===== config.mk =====
export PLATFORM = sky130hd
export DESIGN_NAME = color_classify
export DESIGN_NICKNAME = d
export VERILOG_FILES = /design/src/hw/color_pkg.sv /design/src/hw/color_classify.sv
export SDC_FILE = /design/constraint.sdc
export NUM_CORES = 1
export LEC_CHECK = 0
export BUFFER_PORTS_ARGS = -buffer_cell sky130_fd_sc_hd__buf_2
export CAP_MARGIN = 20
export CORE_MARGIN = 10
export CORE_UTILIZATION = 30
export CTS_CLUSTER_DIAMETER = 120
export DETAILED_ROUTE_END_ITERATION = 6
export PLACE_DENSITY_LB_ADDON = 0.3
export SYNTH_ARGS = -nofsm -noshare
export SYNTH_HDL_FRONTEND = slang
export SYNTH_SLANG_ARGS = --single-unit

===== constraint.sdc =====
create_clock -name clk_llc -period 2.5 [get_ports clk_llc]
set_input_delay 0.25 -clock clk_llc [delete_from_list [all_inputs] [get_ports clk_llc]]
set_output_delay 0.25 -clock clk_llc [all_outputs]
set_load 0.03 [all_outputs]

===== src/hw/color_pkg.sv =====
package color_pkg;

	// ------------------------------------------------------------------
	// pixel records, one per pipeline boundary
	// ------------------------------------------------------------------

	// decoder space, after the 4:2:2 demux
	typedef struct packed {
		logic       valid;
		logic       sof;	// first pixel of frame
		logic       eof;	// last pixel of frame
		logic [7:0] y;
		logic [7:0] cb;
		logic [7:0] cr;
	} ycc_pix_t;

	typedef struct packed {
		logic       valid;
		logic       sof;
		logic       eof;
		logic [7:0] r;
		logic [7:0] g;
		logic [7:0] b;
	} rgb_pix_t;

	typedef struct packed {
		logic       valid;
		logic       sof;
		logic       eof;
		logic [7:0] h;	// 0..239 hue circle
		logic [7:0] s;
		logic [7:0] v;
	} hsv_pix_t;

	// classified pixel, one mask word
	typedef struct packed {
		logic        valid;
		logic        sof;
		logic        eof;
		logic [15:0] mask;
	} mask_pix_t;

	// host read request, addr[16] picks the bank
	typedef struct packed {
		logic        sel;
		logic [16:0] addr;
	} host_req_t;

	// ------------------------------------------------------------------
	// enums
	// ------------------------------------------------------------------
	typedef enum logic [1:0] {PH_CB, PH_Y0, PH_CR, PH_Y1} byte_phase_e;
	typedef enum logic [1:0] {ARB_IDLE, ARB_READ} arb_state_e;

	// classifier limits
	localparam logic [7:0] HUE_WIN = 8'd10;	// half window
	localparam logic [7:0] SAT_MIN = 8'd96;
	localparam logic [7:0] VAL_MIN = 8'd96;

	// hue centers on the 240 step circle
	localparam logic [7:0] HUE_RED    = 8'd230;
	localparam logic [7:0] HUE_ORANGE = 8'd15;
	localparam logic [7:0] HUE_YELLOW = 8'd40;
	localparam logic [7:0] HUE_GREEN  = 8'd90;
	localparam logic [7:0] HUE_BLUE   = 8'd144;

endpackage


===== src/hw/color_classify.sv =====
`timescale 1ns/1ps

module color_classify (
	input  logic                 clk_llc,
	input  logic                 resetx,
	input  color_pkg::hsv_pix_t  hsv_in,
	output color_pkg::mask_pix_t mask_out
);

	logic [2:0] s1_ctl;
	logic       s1_black;
	logic       s1_col;	// bright and saturated
	logic [7:0] s1_h;
	logic       r_b;
	logic       o_b;
	logic       y_b;
	logic       g_b;
	logic       b_b;

	// open window, 8 bit wrap on both edges
	function automatic logic in_win(input logic [7:0] hue, input logic [7:0] center);
		logic [7:0] lo;
		logic [7:0] hi;
		lo = center - color_pkg::HUE_WIN;
		hi = center + color_pkg::HUE_WIN;
		return (lo < hue) && (hue < hi);
	endfunction

	// stage 1, black and saturation tests
	always_ff @(posedge clk_llc or negedge resetx)
	begin
		if (!resetx)
		begin
			s1_ctl   <= 3'b000;
			s1_black <= 1'b0;
			s1_col   <= 1'b0;
			s1_h     <= 8'd0;
		end
		else
		begin
			s1_ctl   <= {hsv_in.valid, hsv_in.sof, hsv_in.eof};
			s1_black <= hsv_in.v < color_pkg::VAL_MIN;
			s1_col   <= (hsv_in.v >= color_pkg::VAL_MIN) && (hsv_in.s > color_pkg::SAT_MIN);
			s1_h     <= hsv_in.h;
		end
	end

	// stage 2, hue windows
	assign r_b = s1_col & in_win(s1_h, color_pkg::HUE_RED);	// 220..240
	assign o_b = s1_col & in_win(s1_h, color_pkg::HUE_ORANGE);	// 5..25
	assign y_b = s1_col & in_win(s1_h, color_pkg::HUE_YELLOW);
	assign g_b = s1_col & in_win(s1_h, color_pkg::HUE_GREEN);
	assign b_b = s1_col & in_win(s1_h, color_pkg::HUE_BLUE);

	always_ff @(posedge clk_llc or negedge resetx)
	begin
		if (!resetx)
			mask_out <= '0;
		else
		begin
			{mask_out.valid, mask_out.sof, mask_out.eof} <= s1_ctl;
			mask_out.mask <= {
				r_b | o_b | y_b,	// 15 warm
				r_b | o_b | y_b | s1_black,
				r_b, o_b, y_b,
				g_b | y_b,	// 10
				g_b | y_b | o_b | s1_black,
				g_b | y_b | o_b,
				g_b, g_b, g_b,
				b_b,	// 4
				b_b | s1_black,
				b_b, b_b,
				s1_black	// 0
			};
		end
	end

endmodule


* After elaboration in Yosys (flattened, before gate mapping)
Index checks and enable logic that the tools add are counted.
** Operators by class
- Add/subtract/negate cells :: 0
- Multiply operators :: 0
- Divide/modulo/power cells :: 0
- Magnitude comparators :: 13
- Eq/ne operators :: 0
- Shift operators :: 0
- Mux-type cells :: 0
- Bitwise gates (word level) :: 12
- Reductions and logical operators :: 6
** Operators by type and width (number)
- less-than comparator 8 x 7 -> 1 bit, second input constant :: 2
- less-than comparator 8 bit, first input constant :: 2
- less-than comparator 8 bit, second input constant :: 2
- >= comparator 8 x 7 -> 1 bit, second input constant :: 1
- greater-than comparator 8 x 7 -> 1 bit, second input constant :: 1
- less-than comparator 3 x 8 -> 1 bit, first input constant :: 1
- less-than comparator 5 x 8 -> 1 bit, first input constant :: 1
- less-than comparator 7 x 8 -> 1 bit, first input constant :: 1
- less-than comparator 8 x 5 -> 1 bit, second input constant :: 1
- less-than comparator 8 x 6 -> 1 bit, second input constant :: 1
- OR 1 bit :: 7
- logical AND 1 bit :: 6
- AND 1 bit :: 5
** Word-level totals
- Bits in registers :: 32
- Latch bits :: 0
- Memory bits (writable) :: 0
- ROM bits :: 0
- Bits of input ports :: 29
- Memories kept :: 0

* Depth between registers and ports, before layout
Gate-level depths: netlist of run 1.
- Depth after elaboration :: 6
- Mapped depth :: 5
- Gate-level depth less buffers :: 4

* Least setup slack after synthesis of run 1
OpenSTA, ideal clock, no wires.
- Path kind :: register -> register
- Start :: register s1_h[4]
- End :: register mask_out[8] in the netlist's numbering
- Library setup time :: 0.078 ns
- Arrival time :: 1.217 ns
- Data required time :: 2.422 ns
- Path slack :: 1.205 ns
- Cell stages (with the launch flop) :: 6
- Path buffers :: 1
- Clock period less this slack :: 1.295 ns
- Cells stage by stage :: dfrtp_1 buf_6 nand2b_4 o32a_1 a21oi_2 a21boi_1
** Between the ends
- Word-level cells in the longest chain between the ends :: 5
** RTL lines
- start, declared :: line color_classify.sv:13 : logic [7:0] s1_h;
- start signal, assigned :: line color_classify.sv:44 : s1_h <= hsv_in.h;
- less-than comparator 7 x 8 -> 1 bit (tied with other cells) :: line color_classify.sv:26 : return (lo < hue) && (hue < hi);
- logical AND 1 bit :: line color_classify.sv:26
- AND 1 bit, on equally long branches :: line color_classify.sv:52, color_classify.sv:51
- OR 1 bit :: line color_classify.sv:68 : g_b | y_b | o_b,
- OR 1 bit (*) :: line color_classify.sv:68
- end, declared :: line color_classify.sv:7 : output color_pkg::mask_pix_t mask_out
Every way passes the cells marked *; elsewhere a longest branch is shown, timed or not.

* Worst setup path in the final report of run 1
- Start :: register s1_h[5]
- End :: register mask_out[14] in the netlist's numbering
** Between the ends
- Word-level cells in the longest chain between the ends :: 6
** RTL lines
- less-than comparator 8 bit (tied with other cells) :: line color_classify.sv:26
- logical AND 1 bit :: line color_classify.sv:26
- AND 1 bit, on equally long branches :: line color_classify.sv:49, color_classify.sv:50
- OR 1 bit :: line color_classify.sv:64 : r_b | o_b | y_b | s1_black,
- OR 1 bit (*) (2 in a row) :: line color_classify.sv:64
Marks and branches as above.

==> results of run 1 <==
-- layer usage --
| metal | up-vias | GRT usage | part of all wire |
|---|---|---|---|
| met5 | - | 0 | 0 |
| met4 | 0 | 0.0161 | 0.0072 |
| met3 | 2 | 0.0484 | 0.14 |
| met2 | 35 | 0.113 | 0.47 |
| met1 | 332 | 0.0664 | 0.39 |
| li1 | 369 | - | - |
-- report_power, final --
group          internal (mW)  switching (mW)
logic                 0.0399          0.0622
registers              0.475          0.0196
clock network         0.0564           0.115
-- timing repair --
| action | 4_1_cts | 5_1_grt |
|---|---|---|
| endpoints found under the hold margin | 28 | 0 |
| gates resized for setup | 0 | 0 |
| hold buffers | 1 | 0 |
| setup endpoints to repair | 0 | 0 |
-- flip-flops by register name (all words and copies together) (netlist names) --
signal	cells
s1_ctl	3
mask_out	15
s1_black	1
s1_col	1
s1_h	8
-- layout make-up --
type | instances | area share
flip-flops and latches | 28 | 0.539
repair buffers | 43 | 0.169
clock buffers | 3 | 0.0173
inverters | 3 | 0.00866
well taps | 46 | 0.0443
multi-input cells | 44 | 0.221
-- synthesized netlist by cell type, types with 2 or more instances --
cell      count
a21boi_1      2
a21oi_1       3
buf_2         3
buf_4         5
dfrtp_1      28
inv_1         3
nand2_1       3
nand2b_1      3
nor2_1        4
nor3_1        4
nor4_1        3
o21ai_0       3
o31ai_1       4
-- final timing paths --
check / endpoint / startpoint
setup / recovery: mask_out[14] / s1_h[5]
min in group asynchronous: mask_out[0] / resetx
max in group asynchronous: mask_out[7] / resetx
hold reg to reg: mask_out[18] / s1_ctl[2]
setup reg to reg: mask_out[14] / s1_h[5]
hold / removal: s1_ctl[2] / hsv_in[26]
-- worst max-delay path: cells and delay by family, from the launching register on --
kind,cells,cell delay (ps)
DFF,1,570
AOI/OAI and AO/OA,3,750
-- through the flow --
step                hold slack [ps]  instance area (um2)  power, mW   util
global placement                280                 1270      0.604  0.374
finish                         30.2                 1300      0.769  0.384
floorplan                     -45.6                 1070      0.566      -
detailed placement              288                 1270      0.607  0.374
global route                   5.37                 1300      0.808  0.384
CTS                            17.9                 1300      0.780  0.384
-- logic make-up (layout without fill, tap and decap cells) --
family / after synthesis / count (layout) / share of synthesized area
DFF: 28 / 28 / 0.657
and+or+nand+nor: 22 / 22 / 0.115
buffers and inverters: 13 / 49 / 0.0739
AOI/OAI and AO/OA: 22 / 22 / 0.155
==> flow_summary.yaml, run 1 <==
cells_and_area:
  nFillCells: 340
  drive_gt1_frac: 0.397
  fin_cells: 167
  synthToLayoutAreaGrowth_pct: 21.8
  multiInputGateArea_um2: 288
  layout_commonest_cell: "buf_2"
  final_nets: 152
  regArea_um2: 701
  antennaDiodeCount: 0
  final_cell_mix: "buf_2, dfrtp_1, o31ai_1, nor3_1, nor2_1"
sta:
  finalSetupViolations: 0
  hold_viol_final: 0
  slew_headroom: 0.604
  fin_crit_sh: 0.577
  worst_slew_pin_slew_ps: 594
  skew_ps: 2.24
  setup_tns_ps: 0
  setup_ws_ps: 1060
  period_minus_slack_ps: 1440
  slew_violations: 0
  rsz0062_at_grt: "no"
  clock.fmax_ghz: 0.693
job:
  cap_violations: 0
synthesis:
  syn_avg_cell_area_um2: 12.6
  netlist_area_um2: 1070
  synth_nets: 114
  synth_top_cell_area_share: 0.657
  synth.distinct_cells: 30
  syn_inst: 85
  ys_dominant_reg_cell: "dfrtp_1"
  yosys_warnings: 0
  synth_area_leader_cell: "dfrtp_1"
  synth.yosys.seq_area_share: 0.657
  synth_area_leaders: "dfrtp_1, buf_4, o31ai_1, nor3_1, nand2b_1"
  ys_async_sr_fraction: 1.00
  synth-seq-cells: 28
  synth_edf_count: 0
die:
  rows: 21
  initial_core_util: 0.315
  core_area_um2: 3390
  die_w_um: 79.6
  die_y_um: 79.6
  die_area_um2: 6340
  pin_count: 48
grt:
  globalRouteTotalUtil: 0.0678
  grt_max_degree: 29
  gr-total-overflow: 0
  grt_first_pass_wirelength_um: 3480
  grt_pass1_vias: 826
  grt_antenna_before_repair: 0
setup_path:
  end_kind: "flip-flop"
  worstPathRequired_ps: 2700
  cp.arrival_ps: 1640
  start_kind: "flip-flop"
  path_max_fanout: 11
  cp_cell_sequence: "o21ai_0 > a221oi_2 > o311ai_1"
  cp_slowest_cell: "dfrtp_1"
  r2r_setup_slack_ps: 1060
  critical_path_class: "flip-flop to flip-flop"
  critPathMaxStageDelay_ps: 570
  r2r_cells: 3
detailed_routing:
  dr.pass1.iters: 4
  avgRoutedWirePerCell_um: 12.4
  via_count: 738
  final_antenna_net_count: 0
  wl_um: 2080
  drc: 0
  vias_per_cell: 4.42
  drtIter0Drc: 58
placement:
  globalplace.congestion: 0.745
  place_inst: 163
  dp_hpwl_um: 1660
  port-buffer-count: 42
  pre_cts_ws_ps: 1090
clocking:
  cts_buffers: 3
  clk_path_buf_depth: 2
  cts.sinks: 28
  clk_latency_ps: 310
  cts_tree: "done"
  clkTransAtPathRegs_ps: 130
  htreeDepth: 1
  root_buffer: "clkbuf_4"
  postCtsSetupRepairBufs: 0
power:
  cellLeakagePower_nw: 0.653
  peakVddDrop_v: 0.000313
  power_density_nw_per_um2: 591
run_status:
  status: "finished clean"
min_path:
  hold_path_depth: 1
  hold_class: "input port to flip-flop"
Power figures use the tool's default switching activity.
==> run 2, diff against run 1 <==
==> constraint.sdc (replaced) <==
create_clock -name clk_llc -period 1.5 [get_ports clk_llc]
set_input_delay 0.15 -clock clk_llc [delete_from_list [all_inputs] [get_ports clk_llc]]
set_output_delay 0.15 -clock clk_llc [all_outputs]
set_load 0.03 [all_outputs]
==> flow_summary.yaml, run 2 (synthesis gave the netlist of run 1 again) <==
job:
  cap_violations: 0
detailed_routing:
  via_count: 790
  avgRoutedWirePerCell_um: 12.6
  dr.pass1.iters: 4
  drtIter0Drc: 43
  wl_um: 2290
  vias_per_cell: 4.36
  final_antenna_net_count: 0
  drc: 0
setup_path:
  critPathMaxStageDelay_ps: 500
  r2r_setup_slack_ps: 90
  timing.critical_path.buf_inv: 0
  cp_cell_sequence: "nand2b_4 > o32a_1 > a21oi_2 > a21boi_1"
  worstPathRequired_ps: 1750
  critical_path_class: "flip-flop to flip-flop"
  end_kind: "flip-flop"
  cp.arrival_ps: 1660
  path_max_fanout: 10
  cp_slowest_cell: "dfrtp_2"
  start_kind: "flip-flop"
  crit_family: "compound AO/OA/AOI/OAI gates"
sta:
  slew_violations: 0
  slew_headroom: 0.611
  setup_ws_ps: 91.9
  clock.fmax_ghz: 0.710
  worst_slew_pin_slew_ps: 583
  fin_crit_sh: 0.939
  finalSetupViolations: 0
  skew_ps: 11.2
  timing.hold.ws_ps: 43.1
  period_minus_slack_ps: 1410
  hold_viol_final: 0
die:
  die_area_um2: 6340
  core_area_um2: 3390
  die_y_um: 79.6
  rows: 21
  pin_count: 48
  die_w_um: 79.6
  initial_core_util: 0.315
cells_and_area:
  layout_commonest_cell: "buf_2"
  drive_gt1_frac: 0.393
  utilization: 0.429
  synthToLayoutAreaGrowth_pct: 36.3
  largest-register: "mask_out"
  final_cell_mix: "buf_2, dfrtp_1, dlygate4sd3_1"
  antennaDiodeCount: 0
  regArea_um2: 704
  nFillCells: 307
  fin_cells: 181
  largest_register_ffs: 15
  multiInputGateArea_um2: 295
  reg_top3: "mask_out x15, s1_h x8, s1_ctl x3"
  final_nets: 165
grt:
  grt_first_pass_wirelength_um: 3870
  globalRouteTotalUtil: 0.0764
  grt_antenna_before_repair: 0
  gr-total-overflow: 0
  grt_pass1_vias: 839
  grt_max_degree: 29
placement:
  pre_cts_ws_ps: 81.2
  globalplace.congestion: 0.746
  place_inst: 163
  port-buffer-count: 42
  dp_hpwl_um: 1670
clocking:
  root_buffer: "clkbuf_4"
  clk_latency_ps: 330
  cts_buffers: 3
  clk_path_buf_depth: 2
  cts.sinks: 28
  htreeDepth: 1
  cts_tree: "done"
  clkTransAtPathRegs_ps: 140
power:
  cellLeakagePower_nw: 0.716
  power_density_nw_per_um2: 949
  peakVddDrop_v: 0.000342
min_path:
  hold_class: "input port to flip-flop"
run_status:
  status: "finished clean"
## run 2: where the power goes
part           switching (mW)  total, mW  internal (mW)
combinational           0.108      0.198         0.0896
clock                   0.206      0.355          0.149
sequential             0.0351      0.828          0.793
total                   0.349       1.38           1.03
## run 2: worst paths after layout
| path | start | endpoint | cells past startpoint |
|---|---|---|---|
| min in group asynchronous | resetx | mask_out[0] | 2 |
| min reg2reg | s1_ctl[2] | mask_out[18] | 0 |
| min | hsv_in[15] | s1_col | 3 |
| max reg2reg | s1_h[4] | mask_out[8] | 4 |
| max in group asynchronous | resetx | s1_h[4] | 2 |
| max | s1_h[4] | mask_out[8] | 4 |
## run 2: area by class of cell
| cell class | instances | share of cell area |
|---|---|---|
| sequential | 28 | 0.484 |
| timing repair buffer | 56 | 0.241 |
| multi-input combinational | 44 | 0.203 |
| tap | 46 | 0.0396 |
| clock buffer | 4 | 0.0249 |
| inverter | 3 | 0.00774 |
## run 2: metal layers
| layer | track usage | up-vias | wire (um) |
|---|---|---|---|
| li1 | - | 395 | - |
| met1 | 0.0737 | 361 | 904 |
| met2 | 0.129 | 29 | 1070 |
| met3 | 0.0417 | 5 | 266 |
| met4 | 0.0376 | 0 | 44 |
| met5 | 0 | - | 0 |
## run 2: timing repair
item / CTS / global route
endpoints found under the setup margin: 0 / 5
resized for setup: 0 / 4
hold endpoints to repair: 40 / 0
buffers inserted: 0 / 0
hold buffers: 14 / 0
## run 2: per-stage QoR
stage	total power, mW	cell area (um2)	setup TNS, ps
3_5_place_dp	1.01	1270	0
5_1_grt	1.46	1460	-1.17
2_1_floorplan	0.943	1070	0
6_report	1.38	1460	0
3_3_place_gp	1.01	1270	0
4_1_cts	1.39	1440	0
## run 2: worst min-delay path, stage by stage
cell     delay [ps]
buf_2            70
a31oi_1          30
nor2_1           80
