$ cat config.mk
export PLATFORM = sky130hd
export DESIGN_NAME = rgb_to_hsv
export DESIGN_NICKNAME = d
export VERILOG_FILES = /design/src/hw/color_pkg.sv /design/src/hw/rgb_to_hsv.sv
export SDC_FILE = /design/constraint.sdc
export NUM_CORES = 1
export LEC_CHECK = 0
export BUFFER_PORTS_ARGS = -buffer_cell sky130_fd_sc_hd__buf_2
export CORE_MARGIN = 2
export CORE_UTILIZATION = 47
export CTS_BUF_LIST = sky130_fd_sc_hd__clkbuf_2
export CTS_CLUSTER_SIZE = 30
export DETAILED_ROUTE_END_ITERATION = 16
export MAX_ROUTING_LAYER = met4
export SLEW_MARGIN = 20
export SYNTH_ARGS = -nofsm -noshare
export SYNTH_HDL_FRONTEND = slang
export SYNTH_SLANG_ARGS = --single-unit
export TNS_END_PERCENT = 30
$ cat constraint.sdc
create_clock -name clk_llc -period 86.5 [get_ports clk_llc]
set_input_delay 4.325 -clock clk_llc [delete_from_list [all_inputs] [get_ports clk_llc]]
set_output_delay 4.325 -clock clk_llc [all_outputs]
set_load 0.03 [all_outputs]
$ cat src/hw/color_pkg.sv
package color_pkg;

	// ------------------------------------------------------------------
	// pixel records, one per pipeline boundary
	// ------------------------------------------------------------------

	// decoder space, after the 4:2:2 demux
	typedef struct packed {
		logic       valid;
		logic       sof;	// first pixel of frame
		logic       eof;	// last pixel of frame
		logic [7:0] y;
		logic [7:0] cb;
		logic [7:0] cr;
	} ycc_pix_t;

	typedef struct packed {
		logic       valid;
		logic       sof;
		logic       eof;
		logic [7:0] r;
		logic [7:0] g;
		logic [7:0] b;
	} rgb_pix_t;

	typedef struct packed {
		logic       valid;
		logic       sof;
		logic       eof;
		logic [7:0] h;	// 0..239 hue circle
		logic [7:0] s;
		logic [7:0] v;
	} hsv_pix_t;

	// classified pixel, one mask word
	typedef struct packed {
		logic        valid;
		logic        sof;
		logic        eof;
		logic [15:0] mask;
	} mask_pix_t;

	// host read request, addr[16] picks the bank
	typedef struct packed {
		logic        sel;
		logic [16:0] addr;
	} host_req_t;

	// ------------------------------------------------------------------
	// enums
	// ------------------------------------------------------------------
	typedef enum logic [1:0] {PH_CB, PH_Y0, PH_CR, PH_Y1} byte_phase_e;
	typedef enum logic [1:0] {ARB_IDLE, ARB_READ} arb_state_e;

	// classifier limits
	localparam logic [7:0] HUE_WIN = 8'd10;	// half window
	localparam logic [7:0] SAT_MIN = 8'd96;
	localparam logic [7:0] VAL_MIN = 8'd96;

	// hue centers on the 240 step circle
	localparam logic [7:0] HUE_RED    = 8'd230;
	localparam logic [7:0] HUE_ORANGE = 8'd15;
	localparam logic [7:0] HUE_YELLOW = 8'd40;
	localparam logic [7:0] HUE_GREEN  = 8'd90;
	localparam logic [7:0] HUE_BLUE   = 8'd144;

endpackage

$ cat src/hw/rgb_to_hsv.sv
`timescale 1ns/1ps

module rgb_to_hsv (
	input  logic                clk_llc,
	input  logic                resetx,
	input  color_pkg::rgb_pix_t rgb_in,
	output color_pkg::hsv_pix_t hsv_out
);

	logic        [7:0]  c_max;
	logic        [7:0]  c_min;
	logic signed [8:0]  c_diff;
	logic               c_mr;	// red is max
	logic               c_mg;	// green is max
	logic        [2:0]  s1_ctl;
	logic        [7:0]  s1_max;
	logic        [7:0]  s1_min;
	logic signed [8:0]  s1_diff;
	logic               s1_mr;
	logic               s1_mg;
	logic        [2:0]  s2_ctl;
	logic        [7:0]  s2_max;
	logic        [7:0]  s2_delta;
	logic signed [8:0]  s2_diff;
	logic               s2_mr;
	logic               s2_mg;
	logic signed [15:0] hq;	// 40 * diff / delta
	logic signed [15:0] h_full;
	logic        [15:0] s_full;

	// ------------------------------------------------------------------
	// stage 1, max, min and hue difference
	// ------------------------------------------------------------------
	always_comb
	begin
		c_mr = (rgb_in.r >= rgb_in.g) && (rgb_in.r >= rgb_in.b);
		c_mg = !c_mr && (rgb_in.g >= rgb_in.b);
		if (c_mr)
		begin
			c_max  = rgb_in.r;
			c_diff = $signed({1'b0, rgb_in.g}) - $signed({1'b0, rgb_in.b});
		end
		else if (c_mg)
		begin
			c_max  = rgb_in.g;
			c_diff = $signed({1'b0, rgb_in.b}) - $signed({1'b0, rgb_in.r});
		end
		else
		begin
			c_max  = rgb_in.b;
			c_diff = $signed({1'b0, rgb_in.r}) - $signed({1'b0, rgb_in.g});
		end
		if (rgb_in.r <= rgb_in.g && rgb_in.r <= rgb_in.b)
			c_min = rgb_in.r;
		else if (rgb_in.g <= rgb_in.b)
			c_min = rgb_in.g;
		else
			c_min = rgb_in.b;
	end

	// control flags, reset
	always_ff @(posedge clk_llc or negedge resetx)
	begin
		if (!resetx)
		begin
			s1_ctl <= 3'b000;
			s2_ctl <= 3'b000;
		end
		else
		begin
			s1_ctl <= {rgb_in.valid, rgb_in.sof, rgb_in.eof};
			s2_ctl <= s1_ctl;
		end
	end

	// stage 1 and 2 data, stage 2 forms delta
	always_ff @(posedge clk_llc)
	begin
		s1_max   <= c_max;
		s1_min   <= c_min;
		s1_diff  <= c_diff;
		s1_mr    <= c_mr;
		s1_mg    <= c_mg;
		s2_max   <= s1_max;
		s2_delta <= s1_max - s1_min;
		s2_diff  <= s1_diff;
		s2_mr    <= s1_mr;
		s2_mg    <= s1_mg;
	end

	// ------------------------------------------------------------------
	// stage 3, divides
	// ------------------------------------------------------------------
	assign hq = (s2_diff * 16'sd40) / $signed({8'd0, s2_delta});	// truncates to zero

	always_comb
	begin
		if (s2_delta == 8'd0)
			h_full = 16'sd0;	// grey, no hue
		else if (s2_mr)
			h_full = (hq + 16'sd240) % 16'sd240;	// wrap negatives
		else if (s2_mg)
			h_full = hq + 16'sd80;
		else
			h_full = hq + 16'sd160;
	end

	assign s_full = (s2_max == 8'd0) ? 16'd0 : ({8'd0, s2_delta} * 16'd255) / {8'd0, s2_max};

	always_ff @(posedge clk_llc or negedge resetx)
	begin
		if (!resetx)
			hsv_out <= '0;
		else
		begin
			{hsv_out.valid, hsv_out.sof, hsv_out.eof} <= s2_ctl;
			hsv_out.h <= h_full[7:0];
			hsv_out.s <= s_full[7:0];
			hsv_out.v <= s2_max;	// value is the max channel
		end
	end

endmodule

Word-level counts from Yosys, hierarchy flattened
Cells that the tools add are included.
{"block": "word_totals", "regBits": 87, "latchBits": 0, "ram_bits": 0, "rom_bits": 0, "output_inout_bits": 27, "elab_cells": 52, "mem_count": 0}
{"block": "op_classes", "add_sub_neg": 7, "n_mul": 2, "div_mod_pow": 3, "magnitude_cmp": 6, "eq_ne": 0, "shift": 0, "n_mux": 10, "bitwise": 0, "n_reduce_logical": 6}
{"op": "$mux W8", "n": 8}
{"op": "$sub A8 B8 Y9", "n": 3}
{"op": "$ge A8 B8 Y1", "n": 3}
{"op": "$le A8 B8 Y1", "n": 3}
{"op": "$mux W9", "n": 2}
{"op": "$add A16 B9 Y16 const B", "n": 1}
{"op": "$add A8 B8 Y8 const B", "n": 2}
{"op": "$div A16 B8 Y16", "n": 1}
{"op": "$div A16 B9 Y16", "n": 1}
{"op": "$logic_not A8 Y1", "n": 2}
{"op": "$mod A16 B9 Y16 const B", "n": 1}
{"op": "$mul A8 B8 Y16 const B", "n": 1}
{"op": "$mul A9 B4 Y13 const B", "n": 1}
{"op": "$sub A8 B8 Y8", "n": 1}
{"op": "$logic_and A1 B1 Y1", "n": 3}
{"op": "$logic_not A1 Y1", "n": 1}

Logic depth before layout (Yosys ltp)
{"block": "depth", "ltp_word": 6, "depth_mapped": 207, "depth_no_buf": 197}

Least setup slack after synthesis
Ideal clock, no wire load.
{"block": "synth_timing", "path_kind": "register to register", "from": "register s2_diff[1]", "to": "register hsv_out[21] (netlist name)", "t_arrival_ns": 39.262, "path_slack_ns": 47.169, "stages_incl_launch_ff": 196, "path_buffers": 10, "period_less_slack_ns": 39.331, "cell_sequence": "dfxtp_1 ha_1 ha_1 inv_1 fa_1 nand2b_1 a21o_1 a311oi_1 nand4_1 a21oi_1 a21oi_1 inv_1 ha_1 o21ai_0 inv_1 o21ai_0 nor2_1 a311oi_1 (+160 left out) nor2_1 nor4b_1 o311a_1 o311ai_2 a31oi_1 a31oi_1 or3_1 clkbuf_1 a211oi_1 a22oi_4 xnor2_2 or4_4 nand3_2 nor4b_2 or3_4 mux2_4 or4b_1 nand3_1"}
{"block": "synth_between", "elab_chain_cells": 6}
{"item": "start: declaration", "line": "rgb_to_hsv.sv:24", "source": "logic signed [8:0] s2_diff;"}
{"item": "start signal: assignment", "line": "rgb_to_hsv.sv:86", "source": "s2_diff <= s1_diff;"}
{"item": "$mul A9 B4 Y13 (*)", "line": "rgb_to_hsv.sv:94", "source": "assign hq = (s2_diff * 16'sd40) / $signed({8'd0, s2_delta});"}
{"item": "$div A16 B9 Y16 (*)", "line": "rgb_to_hsv.sv:94"}
{"item": "$add A16 B9 Y16, or another cell as far along", "line": "rgb_to_hsv.sv:101", "source": "h_full = (hq + 16'sd240) % 16'sd240;"}
{"item": "$mod A16 B9 Y16 / $mux W8 (equally long branches)", "line": "rgb_to_hsv.sv:101, rgb_to_hsv.sv:102"}
{"item": "$mux W8 (*)", "line": "rgb_to_hsv.sv:100", "source": "else if (s2_mr)"}
{"item": "$mux W8 (*)", "line": "rgb_to_hsv.sv:98", "source": "if (s2_delta == 8'd0)"}
{"item": "net h_full[5]", "line": "rgb_to_hsv.sv:28", "source": "logic signed [15:0] h_full;"}
{"item": "end: declaration", "line": "rgb_to_hsv.sv:7", "source": "output color_pkg::hsv_pix_t hsv_out"}
The timed path passes the listed nets; every way through them passes the cells marked *.

Worst setup path after layout
{"block": "layout_timing", "from": "register s2_diff[0]", "to": "register hsv_out[21] (netlist name)"}
The elaborated chain is that of the path after synthesis.

==> flow_summary_export.csv <==
group,metric,value,unit
cts,cts_hold_buf,0,
routing,post-route-drc-count,0,
sta,period_share,54.5,%
cts,post_cts_resize_count,0,
cts,cts_inserted_buffers,9,
place,placedInstanceArea,20100,µm²
logic_synthesis,postSynthAreaPerCell,7.58,µm²
logic_synthesis,synth.cell_area,19300,µm²
grt,number_of_antenna_violations_at_the_first_check_in_global_routing,4,
cts,clk_transition_reported_paths,0.32,ns
routing,antenna_left,0,
routing,wl_per_cell,18.3,µm
place,post-place-cells,3081,
sta,finalSetupViolCount,0,
routing,routed-via-count,19000,
sta,fin_ws,39.39,ns
logic_synthesis,number_of_unique_standard_cell_types_used_by_synthesis,124,
worst_hold_path,timing.hold.worst.start,"s1_max[0]",
cells_and_area,final_cell_count_no_fill,3101,
logic_synthesis,synth_compound_gate_area_share,29.2,%
sta,fmaxAchievable,21.2,MHz
cts,cts-htree-levels,3,
logic_synthesis,async_reset_ff_share,37.9,%
sta,layout_min_cycle_time,47.11,ns
place,detailedPlace.worstSlack,40.02,ns
setup_path,reg2reg_to,"hsv_out[21]",
logic_synthesis,post_synth_fa_ha_maj_area_fraction,23.1,%
worst_hold_path,hold-path-cell-count,0,
setup_path,reg2reg_slack,39.39,ns
setup_path,timing.critical_path.fanout_max,18,
sta,max_slew.worst_pin.slew,1.07,ns
setup_path,critPathLaunchType,"flop",
routing,via_per_inst,6.11,
cells_and_area,area_delta_synth_final,5.25,%
run,maxcap_viol_count,0,
die,core,40600,µm²
setup_path,crit_type,"reg -> reg",
place,globalplace.congestion,1.00,
setup_path,regToRegStartpoint,"s2_diff[0]",
routing,detail_route.wirelength,56.8,mm
routing,drt_iter0_markers,1368,
logic_synthesis,synthMuxAreaShare,3.34,%
cts,ctsLongestPathBuffers,2,
die,design.die.area,42600,µm²
grt,grt-ovfl-total,0,
logic_synthesis,synthCells,2541,
setup_path,timing.critical_path.mode_cell,"sky130_fd_sc_hd__o21a_1",
die,core.rowCount,74,
logic_synthesis,yosys.area_share.simple,22.5,%
setup_path,critPathCaptureType,"flop",
setup_path,cp.required,87.19,ns
logic_synthesis,ys_top_cells_by_area,"sky130_fd_sc_hd__ha_1, sky130_fd_sc_hd__dfxtp_1, sky130_fd_sc_hd__xnor2_1",
cells_and_area,share_of_post_route_cells_with_drive_strength_above_1,8.07,%
cells_and_area,nets,2922,
setup_path,slowest_delay,0.89,ns
worst_hold_path,min_delay_worst_endpoint,"s2_max[0]",
die,die_width,206,µm
sta,clock_skew,0.0651,ns
sta,slew_violations,0,
cts,number_of_sinks_on_the_clock_net,87,
logic_synthesis,largest_family_of_logic_cells_by_synthesized_area,"compound AO/OA/AOI/OAI gates",
logic_synthesis,synth.largest_area_cell,"sky130_fd_sc_hd__ha_1",
logic_synthesis,ys_ff_latch,87,
logic_synthesis,synth.top_cell.area_share,19.3,%
sta,rsz_0062_raised_after_global_routing,"no",
routing,dr_pass1_iterations,6,
logic_synthesis,synth_warnings,0,
sta,timing_hold_violations_final,0,
logic_synthesis,synth-xor-area-share,7.21,%
setup_path,worst_path_max_delay_cell,"sky130_fd_sc_hd__o41ai_1",
logic_synthesis,syn_nets,2903,
sta,finalSetupTns,0,ns
place,portBuffers,55,
grt,grt_max_degree,34,
grt,global_route.usage.total,27.3,%
grt,vias_in_the_first_global_route,17800,
setup_path,worst_r2r_path_depth,183,
sta,slew_headroom,27.8,%
logic_synthesis,yosys_most_used_dff,"sky130_fd_sc_hd__dfxtp_1",
cts,clock_tree.root_cell,"sky130_fd_sc_hd__clkbuf_2",
status,run_status,"complete, no violations",
cells_and_area,postLayoutCellArea,20300,µm²
cts,cts_tree,"done",
logic_synthesis,synth-edff-count,0,
cts,postCtsSetupRepairBufs,0,
die,num_io_pins,56,
die,initial_core_util,47.4,%
setup_path,cp_data_arrival_time,47.80,ns
place,post-dp-hpwl,46.7,mm
logic_synthesis,post_synthesis_sequential_area_ratio,9.90,%
worst_hold_path,min_path_type,"reg -> reg",
grt,grt_first_pass_wirelength,90.7,mm
cts,clkLatencyLatePin,0.77,ns
die,die_height,206,µm
how the worst max path moves through the flow:
| stage | startpoint | to | slack [ns] | cells after the start |
|---|---|---|---|---|
| 6_report | s2_diff[0] | hsv_out[21] | 39.39 | 183 |
| 4_1_cts | s2_diff[0] | hsv_out[21] | 39.82 | 182 |
| 5_1_grt | s2_diff[0] | hsv_out[21] | 35.53 | 183 |
| 3_3_place_gp | s2_diff[0] | hsv_out[21] | 41.14 | 182 |
| 2_1_floorplan | s2_diff[1] | hsv_out[21] | 47.17 | 195 |
| 3_5_place_dp | s2_diff[0] | hsv_out[21] | 40.02 | 182 |
state kept, by name, indices dropped and copies added, names as in the netlist:
| name | count |
|---|---|
| hsv_out | 27 |
| s1_diff | 9 |
| s2_diff | 9 |
| s1_max | 8 |
| s1_min | 8 |
| s2_delta | 8 |
| s2_max | 8 |
| s1_ctl | 3 |
| s2_ctl | 3 |
| s1_mg | 1 |
| s1_mr | 1 |
| s2_mg | 1 |
| s2_mr | 1 |
metal layers:
layer  part of all wire, %  track usage, %  up-vias
li1                      -               -     9491
met1                    45            34.1     8897
met2                    47            45.3      458
met3                   4.7            3.75      105
met4                   3.1            8.88        0
met5                     0               -        -
area by class of cell:
cell class / count / area (µm²)
Fill cell: 4013 / 20400
Clock buffer: 9 / 45.0
Inverter: 164 / 616
Clock inverter: 7 / 149
Timing Repair Buffer: 73 / 410
Sequential cell: 87 / 1910
Antenna cell: 4 / 10.0
Multi-Input combinational cell: 2225 / 16500
Tap cell: 532 / 666
Yosys cell counts (25+ instances only):
| cell type | number |
|---|---|
| sky130_fd_sc_hd__clkbuf_1 | 44 |
| sky130_fd_sc_hd__mux2i_1 | 25 |
| sky130_fd_sc_hd__nor2b_1 | 29 |
| sky130_fd_sc_hd__a21o_1 | 70 |
| sky130_fd_sc_hd__o31ai_1 | 63 |
| sky130_fd_sc_hd__nand2_1 | 193 |
| sky130_fd_sc_hd__nor3_1 | 143 |
| sky130_fd_sc_hd__mux2_2 | 27 |
| sky130_fd_sc_hd__a31oi_1 | 27 |
| sky130_fd_sc_hd__nand2b_1 | 38 |
| sky130_fd_sc_hd__fa_1 | 36 |
| sky130_fd_sc_hd__xnor2_1 | 109 |
| sky130_fd_sc_hd__o21a_1 | 122 |
| sky130_fd_sc_hd__dfxtp_1 | 54 |
| sky130_fd_sc_hd__ha_1 | 297 |
| sky130_fd_sc_hd__nor2_1 | 218 |
| sky130_fd_sc_hd__nand4_1 | 37 |
| sky130_fd_sc_hd__a21oi_1 | 170 |
| sky130_fd_sc_hd__a211oi_1 | 31 |
| sky130_fd_sc_hd__dfrtp_1 | 33 |
| sky130_fd_sc_hd__o21ai_0 | 123 |
| sky130_fd_sc_hd__nand3_1 | 63 |
| sky130_fd_sc_hd__xor2_1 | 46 |
| sky130_fd_sc_hd__inv_1 | 161 |
metrics by stage:
step	hold slack (ns)	utilization [%]
floorplan	0.310	-
global placement	0.312	49.4
detailed placement	0.312	49.4
CTS	0.298	49.9
global route	0.306	49.9
finish	0.291	49.9
worst max-delay path: cells and delay by family (launching register included):
kind                       cells  cell delay (ns)
adders and majority gates     21             6.46
and+or+nand+nor               52            12.08
DFF                            1             0.62
buffers and inverters          8             1.03
xor gates and xnor gates       2             0.66
AOI/OAI and AO/OA             95            24.56
muxes                          5             1.59
cells by family (layout without fill, tap and decap cells):
logic type	Yosys count	in the layout
buffers and inverters	229	253
other	1	5
DFF	87	87
muxes	57	57
xor gates and xnor gates	157	157
and+or+nand+nor	869	869
adders and majority gates	335	335
AOI/OAI and AO/OA	806	806
placed cells by master, fill, tap and decap left out, types with 37 or more instances in the layout:
cell type                  instances
sky130_fd_sc_hd__nor3_1          143
sky130_fd_sc_hd__ha_1            297
sky130_fd_sc_hd__dfxtp_1          54
sky130_fd_sc_hd__o21a_1          122
sky130_fd_sc_hd__o21ai_0         123
sky130_fd_sc_hd__inv_1           161
sky130_fd_sc_hd__a21o_1           70
sky130_fd_sc_hd__nand2_1         193
sky130_fd_sc_hd__nand4_1          37
sky130_fd_sc_hd__xnor2_1         109
sky130_fd_sc_hd__xor2_1           46
sky130_fd_sc_hd__nor2_1          218
sky130_fd_sc_hd__a21oi_1         170
sky130_fd_sc_hd__nand3_1          63
sky130_fd_sc_hd__nand2b_1         38
sky130_fd_sc_hd__o31ai_1          63
sky130_fd_sc_hd__buf_2            55
Power is not shown: default switching activity piles up to over one toggle a cycle in this logic, so the estimate is an artifact.
