$ cat src/hw/color_pkg.sv
package color_pkg;

	// ------------------------------------------------------------------
	// pixel records, one per pipeline boundary
	// ------------------------------------------------------------------

	// decoder space, after the 4:2:2 demux
	typedef struct packed {
		logic       valid;
		logic       sof;	// first pixel of frame
		logic       eof;	// last pixel of frame
		logic [7:0] y;
		logic [7:0] cb;
		logic [7:0] cr;
	} ycc_pix_t;

	typedef struct packed {
		logic       valid;
		logic       sof;
		logic       eof;
		logic [7:0] r;
		logic [7:0] g;
		logic [7:0] b;
	} rgb_pix_t;

	typedef struct packed {
		logic       valid;
		logic       sof;
		logic       eof;
		logic [7:0] h;	// 0..239 hue circle
		logic [7:0] s;
		logic [7:0] v;
	} hsv_pix_t;

	// classified pixel, one mask word
	typedef struct packed {
		logic        valid;
		logic        sof;
		logic        eof;
		logic [15:0] mask;
	} mask_pix_t;

	// host read request, addr[16] picks the bank
	typedef struct packed {
		logic        sel;
		logic [16:0] addr;
	} host_req_t;

	// ------------------------------------------------------------------
	// enums
	// ------------------------------------------------------------------
	typedef enum logic [1:0] {PH_CB, PH_Y0, PH_CR, PH_Y1} byte_phase_e;
	typedef enum logic [1:0] {ARB_IDLE, ARB_READ} arb_state_e;

	// classifier limits
	localparam logic [7:0] HUE_WIN = 8'd10;	// half window
	localparam logic [7:0] SAT_MIN = 8'd96;
	localparam logic [7:0] VAL_MIN = 8'd96;

	// hue centers on the 240 step circle
	localparam logic [7:0] HUE_RED    = 8'd230;
	localparam logic [7:0] HUE_ORANGE = 8'd15;
	localparam logic [7:0] HUE_YELLOW = 8'd40;
	localparam logic [7:0] HUE_GREEN  = 8'd90;
	localparam logic [7:0] HUE_BLUE   = 8'd144;

endpackage

$ cat src/hw/ycc_to_rgb.sv
`timescale 1ns/1ps

module ycc_to_rgb (
	input  logic                clk_llc,
	input  logic                resetx,
	input  color_pkg::ycc_pix_t ycc_in,
	output color_pkg::rgb_pix_t rgb_out
);

	logic signed [10:0] y_ofs;	// 4Y - 64
	logic signed [10:0] cb_ofs;	// 4Cb - 512
	logic signed [10:0] cr_ofs;	// 4Cr - 512
	logic        [2:0]  ctl_q;	// valid sof eof
	logic signed [20:0] y_t;
	logic signed [20:0] r_t;
	logic signed [20:0] gr_t;
	logic signed [20:0] gb_t;
	logic signed [20:0] b_t;
	logic signed [20:0] r_sum;
	logic signed [20:0] g_sum;
	logic signed [20:0] b_sum;

	// below zero -> 0, 2^18 and up -> 255
	function automatic logic [7:0] clip8(input logic signed [20:0] v);
		if (v < 0)
			return 8'd0;
		else if (v >= 21'sd262144)
			return 8'hff;
		else
			return v[17:10];
	endfunction

	assign y_ofs  = $signed({1'b0, ycc_in.y, 2'b00}) - 11'sd64;
	assign cb_ofs = $signed({1'b0, ycc_in.cb, 2'b00}) - 11'sd512;
	assign cr_ofs = $signed({1'b0, ycc_in.cr, 2'b00}) - 11'sd512;

	// ------------------------------------------------------------------
	// stage 1, Q8 coefficient products
	// ------------------------------------------------------------------
	always_ff @(posedge clk_llc or negedge resetx)
	begin
		if (!resetx)
			ctl_q <= 3'b000;
		else
			ctl_q <= {ycc_in.valid, ycc_in.sof, ycc_in.eof};
	end

	always_ff @(posedge clk_llc)
	begin
		y_t  <= 21'sd298 * y_ofs;	// 1.164
		r_t  <= 21'sd409 * cr_ofs;	// 1.596
		gr_t <= 21'sd208 * cr_ofs;	// 0.813
		gb_t <= 21'sd100 * cb_ofs;	// 0.392
		b_t  <= 21'sd516 * cb_ofs;	// 2.017
	end

	// stage 2, sums and clip
	assign r_sum = y_t + r_t;
	assign g_sum = y_t - gr_t - gb_t;
	assign b_sum = y_t + b_t;

	always_ff @(posedge clk_llc or negedge resetx)
	begin
		if (!resetx)
			rgb_out <= '0;
		else
		begin
			{rgb_out.valid, rgb_out.sof, rgb_out.eof} <= ctl_q;
			rgb_out.r <= clip8(r_sum);
			rgb_out.g <= clip8(g_sum);
			rgb_out.b <= clip8(b_sum);
		end
	end

endmodule

$ cat config.mk
export PLATFORM = sky130hd
export DESIGN_NAME = ycc_to_rgb
export DESIGN_NICKNAME = d
export VERILOG_FILES = /design/src/hw/color_pkg.sv /design/src/hw/ycc_to_rgb.sv
export SDC_FILE = /design/constraint.sdc
export NUM_CORES = 1
export LEC_CHECK = 0
export ABC_AREA = 0
export BUFFER_PORTS_ARGS = -buffer_cell sky130_fd_sc_hd__buf_4
export CORE_UTILIZATION = 56
export DETAILED_ROUTE_END_ITERATION = 10
export MAX_ROUTING_LAYER = met4
export PLACE_DENSITY = 0.84
export SYNTH_ARGS = -nofsm -noshare
export SYNTH_HDL_FRONTEND = slang
export SYNTH_SLANG_ARGS = --single-unit
$ cat constraint.sdc
create_clock -name clk_llc -period 2.9 [get_ports clk_llc]
set_clock_uncertainty 0.15 [all_clocks]
set_input_delay 0.145 -clock clk_llc [delete_from_list [all_inputs] [get_ports clk_llc]]
set_output_delay 0.145 -clock clk_llc [all_outputs]
set_load 0.05 [all_outputs]
Word-level counts from Yosys, hierarchy flattened
Index checks and enable logic that the tools add are counted.
{"block": "totals", "regBits": 126, "in_bits": 29, "wordCells": 36}
{"block": "classes", "n_mux": 6, "multipliers": 5, "magnitude_cmp": 6, "n_addsub": 7}
{"cell": "21-bit by 20-bit >= comparator with 1-bit output (second input constant)", "count": 3}
{"cell": "21-bit by 1-bit less-than comparator with 1-bit output (second input constant)", "count": 3}
{"cell": "8-bit 2-to-1 mux", "count": 6}
{"cell": "21-bit adder", "count": 2}
{"cell": "21-bit subtractor", "count": 2}
{"cell": "10-bit by 10-bit subtractor with 11-bit output (second input constant)", "count": 2}
{"cell": "10-bit by 11-bit multiplier with 21-bit output (first input constant)", "count": 1}
{"cell": "9-bit by 11-bit multiplier with 20-bit output (first input constant)", "count": 1}
{"cell": "9-bit by 11-bit multiplier with 19-bit output (first input constant)", "count": 1}
{"cell": "6-bit by 11-bit multiplier with 17-bit output (first input constant)", "count": 1}
{"cell": "5-bit by 11-bit multiplier with 16-bit output (first input constant)", "count": 1}
{"cell": "10-bit by 7-bit subtractor with 11-bit output (second input constant)", "count": 1}

Logic depth before layout (Yosys ltp)
Gate-level depths: netlist of the first run.
{"block": "depth", "word_depth": 5, "ltp_mapped": 20}

Worst setup path after synthesis of the first run
No wires, ideal clock.
{"block": "synth_timing", "path_kind": "input -> register", "from": "in ycc_in[20] (netlist name)", "to": "reg y_t[18]", "path_stages": 18, "slack_ns": -1.475, "t_required_ns": 2.680, "arrival_time_ns": 4.156, "path_cell_list": "inv_1 -> ha_1 -> nor3b_1 -> buf_1 -> ha_1 -> ha_1 -> inv_1 -> fa_1 -> fa_1 -> inv_1 -> ha_1 -> o21ai_1 -> a21boi_1 -> o21ai_1 -> a21oi_1 -> o31a_1 -> o31a_1 -> a21oi_1"}
{"block": "synth_via", "elab_chain_cells": 2}
{"item": "start: declaration", "line": "ycc_to_rgb.sv:6", "text": "input color_pkg::ycc_pix_t ycc_in,"}
{"item": "10-bit by 7-bit subtractor with 11-bit output", "line": "ycc_to_rgb.sv:33", "text": "assign y_ofs = $signed({1'b0, ycc_in.y, 2'b00}) - 11'sd64;"}
{"item": "9-bit by 11-bit multiplier with 20-bit output", "line": "ycc_to_rgb.sv:50", "text": "y_t <= 21'sd298 * y_ofs;"}
{"item": "end signal: assignment", "line": "ycc_to_rgb.sv:50"}
{"item": "end: declaration", "line": "ycc_to_rgb.sv:14", "text": "logic signed [20:0] y_t;"}
No other way between the ends.

Worst setup path in the final report of the first run
{"block": "layout_timing", "from": "in ycc_in[20] (netlist name)", "to": "reg y_t[19]"}
Same word-level chain as after synthesis.

==> results.json, run 1 <==
{
  "track_usage": 0.3729,
  "gp_congestion": 0.9259,
  "grt_remaining_overflow": 0,
  "adder_and_majority_cell_fraction_of_the_synthesized_area": 0.3963,
  "cp-endpoint": "y_t[19]",
  "hold_violations": 0,
  "r2r-end": "rgb_out[2]",
  "critical_path_peak_fanout": 3,
  "grt_start_max_net_pins": 31,
  "die-width_microns": 130.8,
  "row_count": 46,
  "worst-setup-path-type": "in2reg",
  "avgSynthCellArea_sq_um": 9.878,
  "place.detailed.hpwl_microns": 18410,
  "via_count": 9239,
  "viasPerCell": 6.429,
  "max_clock_freq_ghz": 0.2695,
  "regToRegStartpoint": "y_t[5]",
  "reg2regPathDepth": 13,
  "final_setup_violation_count": 48,
  "tritoncts": "yes",
  "ys_seq_elements": 108,
  "regToRegSetupSlack_ns": -0.58,
  "mappedNetlistNets": 1226,
  "synth.yosys.seq_area_share": 0.2488,
  "layout_commonest_cell": "sky130_fd_sc_hd__buf_4",
  "failed_checks": "setup timing",
  "effective_utilization_at_floorplan": 0.5789,
  "drtPass1Iterations": 8,
  "route.antenna.remaining_nets": 0,
  "initial_antenna_violation_count": 5,
  "cp_data_required_time_ns": 2.99,
  "yosys.cell_types.count": 60,
  "final_critical_path_setup_slack_ns": -0.8109,
  "worstSetupEndpointType": "register",
  "slew_headroom": 0.4094,
  "fraction_of_final_layout_cells_sized_beyond_drive_strength_1": 0.3956,
  "ys_async_sr_fraction": 0.2778,
  "pin_count": 56,
  "grt_pass1_vias": 8987,
  "post_drt_wl_per_cell_microns": 26.65,
  "routed_wirelength_microns": 38290,
  "clockBufferDepth": 2,
  "timing.final.max_slew_violations": 0,
  "synth.cell_area_sq_mm": 0.009295,
  "area_growth_syn_to_layout_pct": 43.20,
  "finalCritPeriodShare": 1.280,
  "ctsRootBufferMaster": "sky130_fd_sc_hd__clkbuf_16",
  "dp_slack_ns": -1.395,
  "die_h_microns": 130.8,
  "cts-buffers-inserted": 9,
  "max_slew.worst_pin.slew_ns": 0.8820,
  "crit_path_start_kind": "input pin",
  "muxShareOfSynthArea": 0.007269,
  "synth-main-ff-cell": "sky130_fd_sc_hd__dfxtp_1",
  "route.detailed.drc": 0,
  "synth-compound-area-share": 0.1236,
  "htreeDepth": 3,
  "synth_simple_gate_area_frac": 0.06959,
  "layout_common_cells": "sky130_fd_sc_hd__buf_4, sky130_fd_sc_hd__inv_1, sky130_fd_sc_hd__ha_1, sky130_fd_sc_hd__dfxtp_1, sky130_fd_sc_hd__fa_1",
  "status": "complete, but fails checks",
  "count_of_port_buffers_added_during_placement": 55,
  "dieArea_sq_mm": 0.01712,
  "synth_top_family_by_area": "adder cells",
  "synth_enable_flop_cells": 0,
  "syn_inst": 941,
  "worst_ep_arrival_time_ns": 3.80,
  "detail_route.iter0.violations": 966,
  "clock_pin_slew_worst_setup_and_hold_paths_ns": 0.08,
  "holdCritPathClass": "in2reg",
  "rsz0062_at_grt": "yes",
  "clock_sink_count": 108,
  "grt_first_pass_wirelength_microns": 45800,
  "design.core.area_sq_mm": 0.01606,
  "synth-warning-count": 0,
  "max-cap-violations": 0,
  "worst_skew_pair.late_latency_ns": 0.39,
  "synth_xor_xnor_area_share": 0.08467,
  "startpoint": "ycc_in[20]",
  "final_period_minus_worst_setup_slack_ns": 3.711,
  "nNetsFinal": 1496
}
## synthesized netlist by cell type (2+ instances only)
| master | n | area share |
|---|---|---|
| sky130_fd_sc_hd__or3_1 | 5 | 0.0034 |
| sky130_fd_sc_hd__nand3b_1 | 2 | 0.0016 |
| sky130_fd_sc_hd__nand2b_1 | 5 | 0.0034 |
| sky130_fd_sc_hd__xor2_1 | 25 | 0.024 |
| sky130_fd_sc_hd__o21ai_1 | 6 | 0.0032 |
| sky130_fd_sc_hd__nand4_1 | 2 | 0.0013 |
| sky130_fd_sc_hd__a31o_1 | 4 | 0.0038 |
| sky130_fd_sc_hd__xnor2_1 | 63 | 0.059 |
| sky130_fd_sc_hd__and2_1 | 6 | 0.0040 |
| sky130_fd_sc_hd__ha_1 | 192 | 0.26 |
| sky130_fd_sc_hd__mux2i_1 | 3 | 0.0032 |
| sky130_fd_sc_hd__mux2_2 | 2 | 0.0024 |
| sky130_fd_sc_hd__o31a_1 | 5 | 0.0047 |
| sky130_fd_sc_hd__dfrtp_1 | 30 | 0.081 |
| sky130_fd_sc_hd__o41ai_1 | 2 | 0.0019 |
| sky130_fd_sc_hd__nand2_1 | 22 | 0.0089 |
| sky130_fd_sc_hd__a21oi_1 | 57 | 0.031 |
| sky130_fd_sc_hd__o21a_1 | 13 | 0.010 |
| sky130_fd_sc_hd__fa_1 | 64 | 0.14 |
| sky130_fd_sc_hd__inv_1 | 171 | 0.069 |
| sky130_fd_sc_hd__and3_1 | 2 | 0.0013 |
| sky130_fd_sc_hd__dfxtp_1 | 78 | 0.17 |
| sky130_fd_sc_hd__nor2b_1 | 5 | 0.0034 |
| sky130_fd_sc_hd__o211ai_1 | 7 | 0.0057 |
| sky130_fd_sc_hd__a21o_1 | 17 | 0.014 |
| sky130_fd_sc_hd__a211oi_1 | 3 | 0.0024 |
| sky130_fd_sc_hd__nand3_1 | 11 | 0.0059 |
| sky130_fd_sc_hd__nor2_1 | 58 | 0.023 |
| sky130_fd_sc_hd__nor3_1 | 17 | 0.0092 |
| sky130_fd_sc_hd__o21bai_1 | 12 | 0.0097 |
| sky130_fd_sc_hd__a31oi_1 | 6 | 0.0040 |
| sky130_fd_sc_hd__o21ai_0 | 15 | 0.0081 |
| sky130_fd_sc_hd__o2111ai_1 | 2 | 0.0019 |
| sky130_fd_sc_hd__a21boi_1 | 3 | 0.0024 |
## worst min path at each step
stage / start / endpoint / slack (ns) / depth (start not counted)
2_1_floorplan: resetx / ctl_q[0] / -0.30 / 0
3_3_place_gp: resetx / rgb_out[25] / -0.06 / 1
3_5_place_dp: resetx / ctl_q[1] / -0.05 / 1
4_1_cts: ycc_in[11] / b_t[7] / 0.007 / 3
5_1_grt: ycc_in[11] / b_t[7] / 0.03 / 3
6_report: ycc_in[18] / y_t[5] / 0.04 / 3
## routing by layer
layer  wire (microns)  part of all wire  global-route usage
met5                0                 0                   -
met4             4172              0.11              0.2515
met3             4112              0.11             0.07614
met2            17400              0.45              0.6508
met1            12610              0.33              0.3769
## state kept, by name, indices dropped and copies added (netlist names)
register,cells
r_t,19
gr_t,12
gb_t,12
y_t,18
rgb_out,27
b_t,17
ctl_q,3
## area by class of cell
cell class	count	area (sq um)
Fill cell	708	2748
Multi-Input combinational cell	660	7607
Inverter	171	670.6
Sequential cell	108	2345
Clock buffer	14	296.5
Tap cell	216	270.3
Timing Repair Buffer	261	2093
Antenna cell	5	12.51
Clock inverter	2	15.01
## timing repair
item                                    4_1_cts  5_1_grt
setup buffers                                20       19
hold buffers                                 16        0
endpoints found under the hold margin        48        0
endpoints found under the setup margin       49       51
pin swaps                                   108       83
resized for setup                           105      132
## cells by family (layout without fill, tap and decap cells)
kind of cell             count (synthesis)  after routing
AO/OA/AOI/OAI                          169            169
AND/OR/NAND/NOR                        140            140
XOR/XNOR                                89             89
flip-flops                             108            108
other                                    0              5
adder cells (fa/ha/maj)                256            256
multiplexers                             6              6
buffers and inverters                  173            448
## critical path: stages
cell                       delay, ns
sky130_fd_sc_hd__buf_12         0.12
sky130_fd_sc_hd__inv_12         0.05
sky130_fd_sc_hd__ha_4           0.14
sky130_fd_sc_hd__xor2_4         0.24
sky130_fd_sc_hd__ha_4           0.26
sky130_fd_sc_hd__ha_4           0.22
sky130_fd_sc_hd__ha_4           0.26
sky130_fd_sc_hd__inv_2          0.04
sky130_fd_sc_hd__fa_2           0.57
sky130_fd_sc_hd__inv_1          0.07
sky130_fd_sc_hd__ha_1           0.29
sky130_fd_sc_hd__a21o_1         0.22
sky130_fd_sc_hd__a21oi_2        0.17
sky130_fd_sc_hd__nand2b_4       0.18
sky130_fd_sc_hd__a21boi_2       0.08
sky130_fd_sc_hd__nor3_2         0.18
sky130_fd_sc_hd__o31ai_2        0.11
sky130_fd_sc_hd__o41ai_2        0.31
sky130_fd_sc_hd__xnor2_1        0.13
## metrics by stage
stage                     hold WS, ns  setup TNS, ns  instance area, sq um    util  cells
final                         0.04429         -22.47                 13310  0.8289   1437
after global routing          0.02963         -25.38                 13310  0.8289   1437
after CTS                    0.007148         -8.168                 12510  0.7789   1414
after detailed placement     -0.05305         -26.40                 11400  0.7101   1363
after global placement       -0.06179         -20.49                 11400  0.7101   1363
after floorplan               -0.3006         -10.51                  9589       -    941
Power of run 1 is not shown: default switching activity piles up to over one toggle a cycle in this logic, so the estimate is an artifact.
==> run 2: changes to the inputs <==
--- a/config.mk
+++ b/config.mk
@@ -5,7 +5,7 @@
 export SDC_FILE = /design/constraint.sdc
 export NUM_CORES = 1
 export LEC_CHECK = 0
-export ABC_AREA = 0
+export ABC_AREA = 1
 export BUFFER_PORTS_ARGS = -buffer_cell sky130_fd_sc_hd__buf_4
 export CORE_UTILIZATION = 56
 export DETAILED_ROUTE_END_ITERATION = 10
==> run 2 against run 1 <==
  * The flow still finishes with violations (setup timing)
  * Critical path depth decreased by 2
  * Utilization down 9.8 points
  * Count of clock-buffer cells in the layout fell by 4
  * Flip-flop and latch count did not move
  * Sequential share of layout area decreased by 0.75 points
  * Synthesized cell count increased by 46%
  * Wire length is 25% lower
  * Die area increased by 15%
  * Largest cell class unchanged
==> results.json, run 2 <==
{
  "max_slew.worst_pin.slew_ns": 0.5003,
  "max_clock_freq_ghz": 0.2975,
  "initial_antenna_violation_count": 0,
  "post-synth-top-area-fraction": 0.2240,
  "worst_ep_arrival_time_ns": 3.47,
  "hold_violations": 0,
  "place.detailed.hpwl_microns": 21870,
  "timing.final.max_slew_violations": 0,
  "avgSynthCellArea_sq_um": 7.807,
  "gp_congestion": 0.9463,
  "synth-main-ff-cell": "sky130_fd_sc_hd__dfxtp_1",
  "route.antenna.remaining_nets": 0,
  "ctsRootBufferMaster": "sky130_fd_sc_hd__clkbuf_16",
  "netlist_top_cells_area": "sky130_fd_sc_hd__ha_1, sky130_fd_sc_hd__dfxtp_1, sky130_fd_sc_hd__fa_1",
  "grt_first_pass_wirelength_microns": 45260,
  "clock_sink_count": 108,
  "crit_slowest_cell": "sky130_fd_sc_hd__fa_1",
  "via_count": 9728,
  "viasPerCell": 5.293,
  "detail_route.iter0.violations": 675,
  "largest_reg_flops": 27,
  "finalCritPeriodShare": 1.159,
  "final_critical_path_setup_slack_ns": -0.4610,
  "irDropWorstVdd_uv": 612.8,
  "cts-buffers-inserted": 9,
  "effective_utilization_at_floorplan": 0.5715,
  "cells_traversed_along_the_worst_timing_path": "buf_8 > ha_4 > fa_1 > inv_1 > fa_1 > inv_1 > ha_1 > inv_1 > fa_1 > inv_2 > ha_4 > a21o_1 > inv_2 > o21ai_2 > a21o_1 > buf_4 > xor2_1",
  "reg.largest.list": "rgb_out x27, r_t x19, y_t x18",
  "nNetsFinal": 1884,
  "track_usage": 0.2985,
  "status": "complete, but fails checks",
  "ys_async_sr_fraction": 0.2778,
  "grt_start_max_net_pins": 31,
  "layout_common_cells": "sky130_fd_sc_hd__nand2_1, sky130_fd_sc_hd__inv_1, sky130_fd_sc_hd__buf_4, sky130_fd_sc_hd__ha_1, sky130_fd_sc_hd__dfxtp_1",
  "synth.most_common_cell": "sky130_fd_sc_hd__inv_1",
  "tritoncts": "yes",
  "timing.critical_path.slowest_cell_delay_ns": 0.52,
  "route.detailed.drc": 0,
  "crit_path_start_kind": "input pin",
  "final_setup_violation_count": 20,
  "row_count": 50,
  "slew_headroom": 0.6641,
  "yosys.cell_types.count": 38,
  "post_drt_wl_per_cell_microns": 15.53,
  "synth.yosys.seq_area_share": 0.2156,
  "worst_skew_pair.late_latency_ns": 0.37,
  "most_frequent_cells_after_synthesis": "sky130_fd_sc_hd__inv_1, sky130_fd_sc_hd__nand2_1, sky130_fd_sc_hd__ha_1, sky130_fd_sc_hd__a21oi_1, sky130_fd_sc_hd__nand3_1",
  "dp_slack_ns": -0.9131,
  "max_flop_register": "rgb_out",
  "grt_remaining_overflow": 0,
  "synth_enable_flop_cells": 0,
  "die_h_microns": 140.4,
  "design.core.area_sq_mm": 0.01877,
  "layout_commonest_cell": "sky130_fd_sc_hd__nand2_1",
  "clockBufferDepth": 2,
  "ys_seq_elements": 108,
  "power.density_mw_per_mm2": 1214,
  "grt_pass1_vias": 9884,
  "synth.cell_area_sq_mm": 0.01073,
  "p_leak_nw": 7.400,
  "holdCritPathClass": "in2reg",
  "failed_checks": "setup timing",
  "finalCoreUtilization": 0.7307,
  "synth_area_leader_cell": "sky130_fd_sc_hd__ha_1",
  "cp_data_required_time_ns": 3.01,
  "synth-warning-count": 0,
  "die-width_microns": 140.4,
  "area_growth_syn_to_layout_pct": 27.84,
  "mappedNetlistNets": 1659,
  "critical_path_peak_fanout": 4,
  "pin_count": 56,
  "routed_wirelength_microns": 28550,
  "drtPass1Iterations": 6,
  "rsz0062_at_grt": "yes",
  "htreeDepth": 3,
  "n_antenna_cell": 0,
  "count_of_port_buffers_added_during_placement": 55,
  "dieArea_sq_mm": 0.01971,
  "final_period_minus_worst_setup_slack_ns": 3.361,
  "fraction_of_final_layout_cells_sized_beyond_drive_strength_1": 0.2182,
  "syn_inst": 1374,
  "clock_pin_slew_worst_setup_and_hold_paths_ns": 0.08,
  "max-cap-violations": 0,
  "worstSetupEndpointType": "register",
  "worst-setup-path-type": "in2reg"
}
==> run 2: cell count changes in the layout (fill, tap and decap cells not counted), moves of 15 or more <==
cell / previous run / this run
sky130_fd_sc_hd__nand3_1: 11 / 75
sky130_fd_sc_hd__ha_4: 48 / 28
sky130_fd_sc_hd__nor2_1: 41 / 70
sky130_fd_sc_hd__nand4_1: 2 / 17
sky130_fd_sc_hd__a21oi_1: 22 / 67
sky130_fd_sc_hd__ha_1: 136 / 162
sky130_fd_sc_hd__nand2_1: 20 / 268
sky130_fd_sc_hd__xnor2_1: 55 / 22
sky130_fd_sc_hd__buf_4: 225 / 182
sky130_fd_sc_hd__a21o_1: 17 / 2
sky130_fd_sc_hd__xor2_1: 23 / 50
sky130_fd_sc_hd__inv_1: 141 / 266
sky130_fd_sc_hd__a21oi_2: 31 / 7
sky130_fd_sc_hd__nand2_2: 0 / 17
==> run 2: kinds of logic (layout without fill, tap and decap cells) <==
kind of cell,count (synthesis),in the layout,share of synthesized area
adder cells (fa/ha/maj),256,256,0.3434
XOR/XNOR,75,75,0.06299
AND/OR/NAND/NOR,502,502,0.2053
buffers and inverters,295,525,0.1032
flip-flops,108,108,0.2156
AO/OA/AOI/OAI,138,138,0.06952
==> run 2: worst max-delay path, delay by kind of cell <==
kind	cells	cell delay (ns)
xor gates and xnor gates	1	0.13
adders and majority gates	6	2.24
buffers and inverters	7	0.52
AOI/OAI and AO/OA	3	0.42
==> run 2: final timing paths <==
check                           start  slack, ns           to  cells after the start
setup reg to reg             gr_t[14]       0.19  rgb_out[11]                     11
hold / removal             ycc_in[17]       0.02       y_t[6]                      3
max in group asynchronous      resetx       2.22  rgb_out[16]                      2
min in group asynchronous      resetx       0.07   rgb_out[0]                      2
setup / recovery            ycc_in[2]      -0.46      r_t[14]                     17
hold reg to reg              ctl_q[2]       0.20  rgb_out[26]                      0
==> run 2: layout make-up <==
type / instances / area, sq um
Inverter: 294 / 1114
Timing Repair Buffer: 215 / 1719
Fill cell: 1300 / 5055
Multi-Input combinational cell: 971 / 7991
Clock buffer: 10 / 229.0
Clock inverter: 6 / 55.05
Sequential cell: 108 / 2312
Tap cell: 234 / 292.8
==> run 2: what timing repair did <==
action / in CTS / in global routing
resized for setup: 59 / 37
endpoints found under the setup margin: 20 / 28
hold buffers: 18 / 0
cloned: 0 / 0
hold endpoints to repair: 52 / 0
pin swaps: 58 / 37
buffers inserted: 12 / 13
==> run 2: routing by layer <==
layer	vias up	part of all wire	global-route usage
li1	4784	-	-
met1	4570	0.41	0.3418
met2	291	0.49	0.5118
met3	83	0.052	0.03590
met4	0	0.052	0.1585
met5	-	0	-
==> run 2: report_power, final <==
group          internal (mW)  switching [mW]  leakage (nW)
Sequential              2.08           0.295          1.01
Combinational           5.14            7.93          6.25
Clock                  0.601           0.603         0.140
Total                   7.82            8.82          7.40
==> run 2: metrics by stage <==
stage	hold WS [ns]	instance area (sq um)	total power, mW	cells	setup TNS, ns
final	0.02431	13710	16.64	1838	-5.394
after global routing	0.03620	13710	18.23	1838	-7.692
after CTS	0.007823	13440	15.92	1827	-4.420
after detailed placement	-0.05791	12630	14.25	1782	-15.22
after global placement	-0.06230	12630	13.87	1782	-13.21
after floorplan	-0.3006	11040	10.90	1374	-9.104
Note: power is estimated with default switching activity, not from simulation.
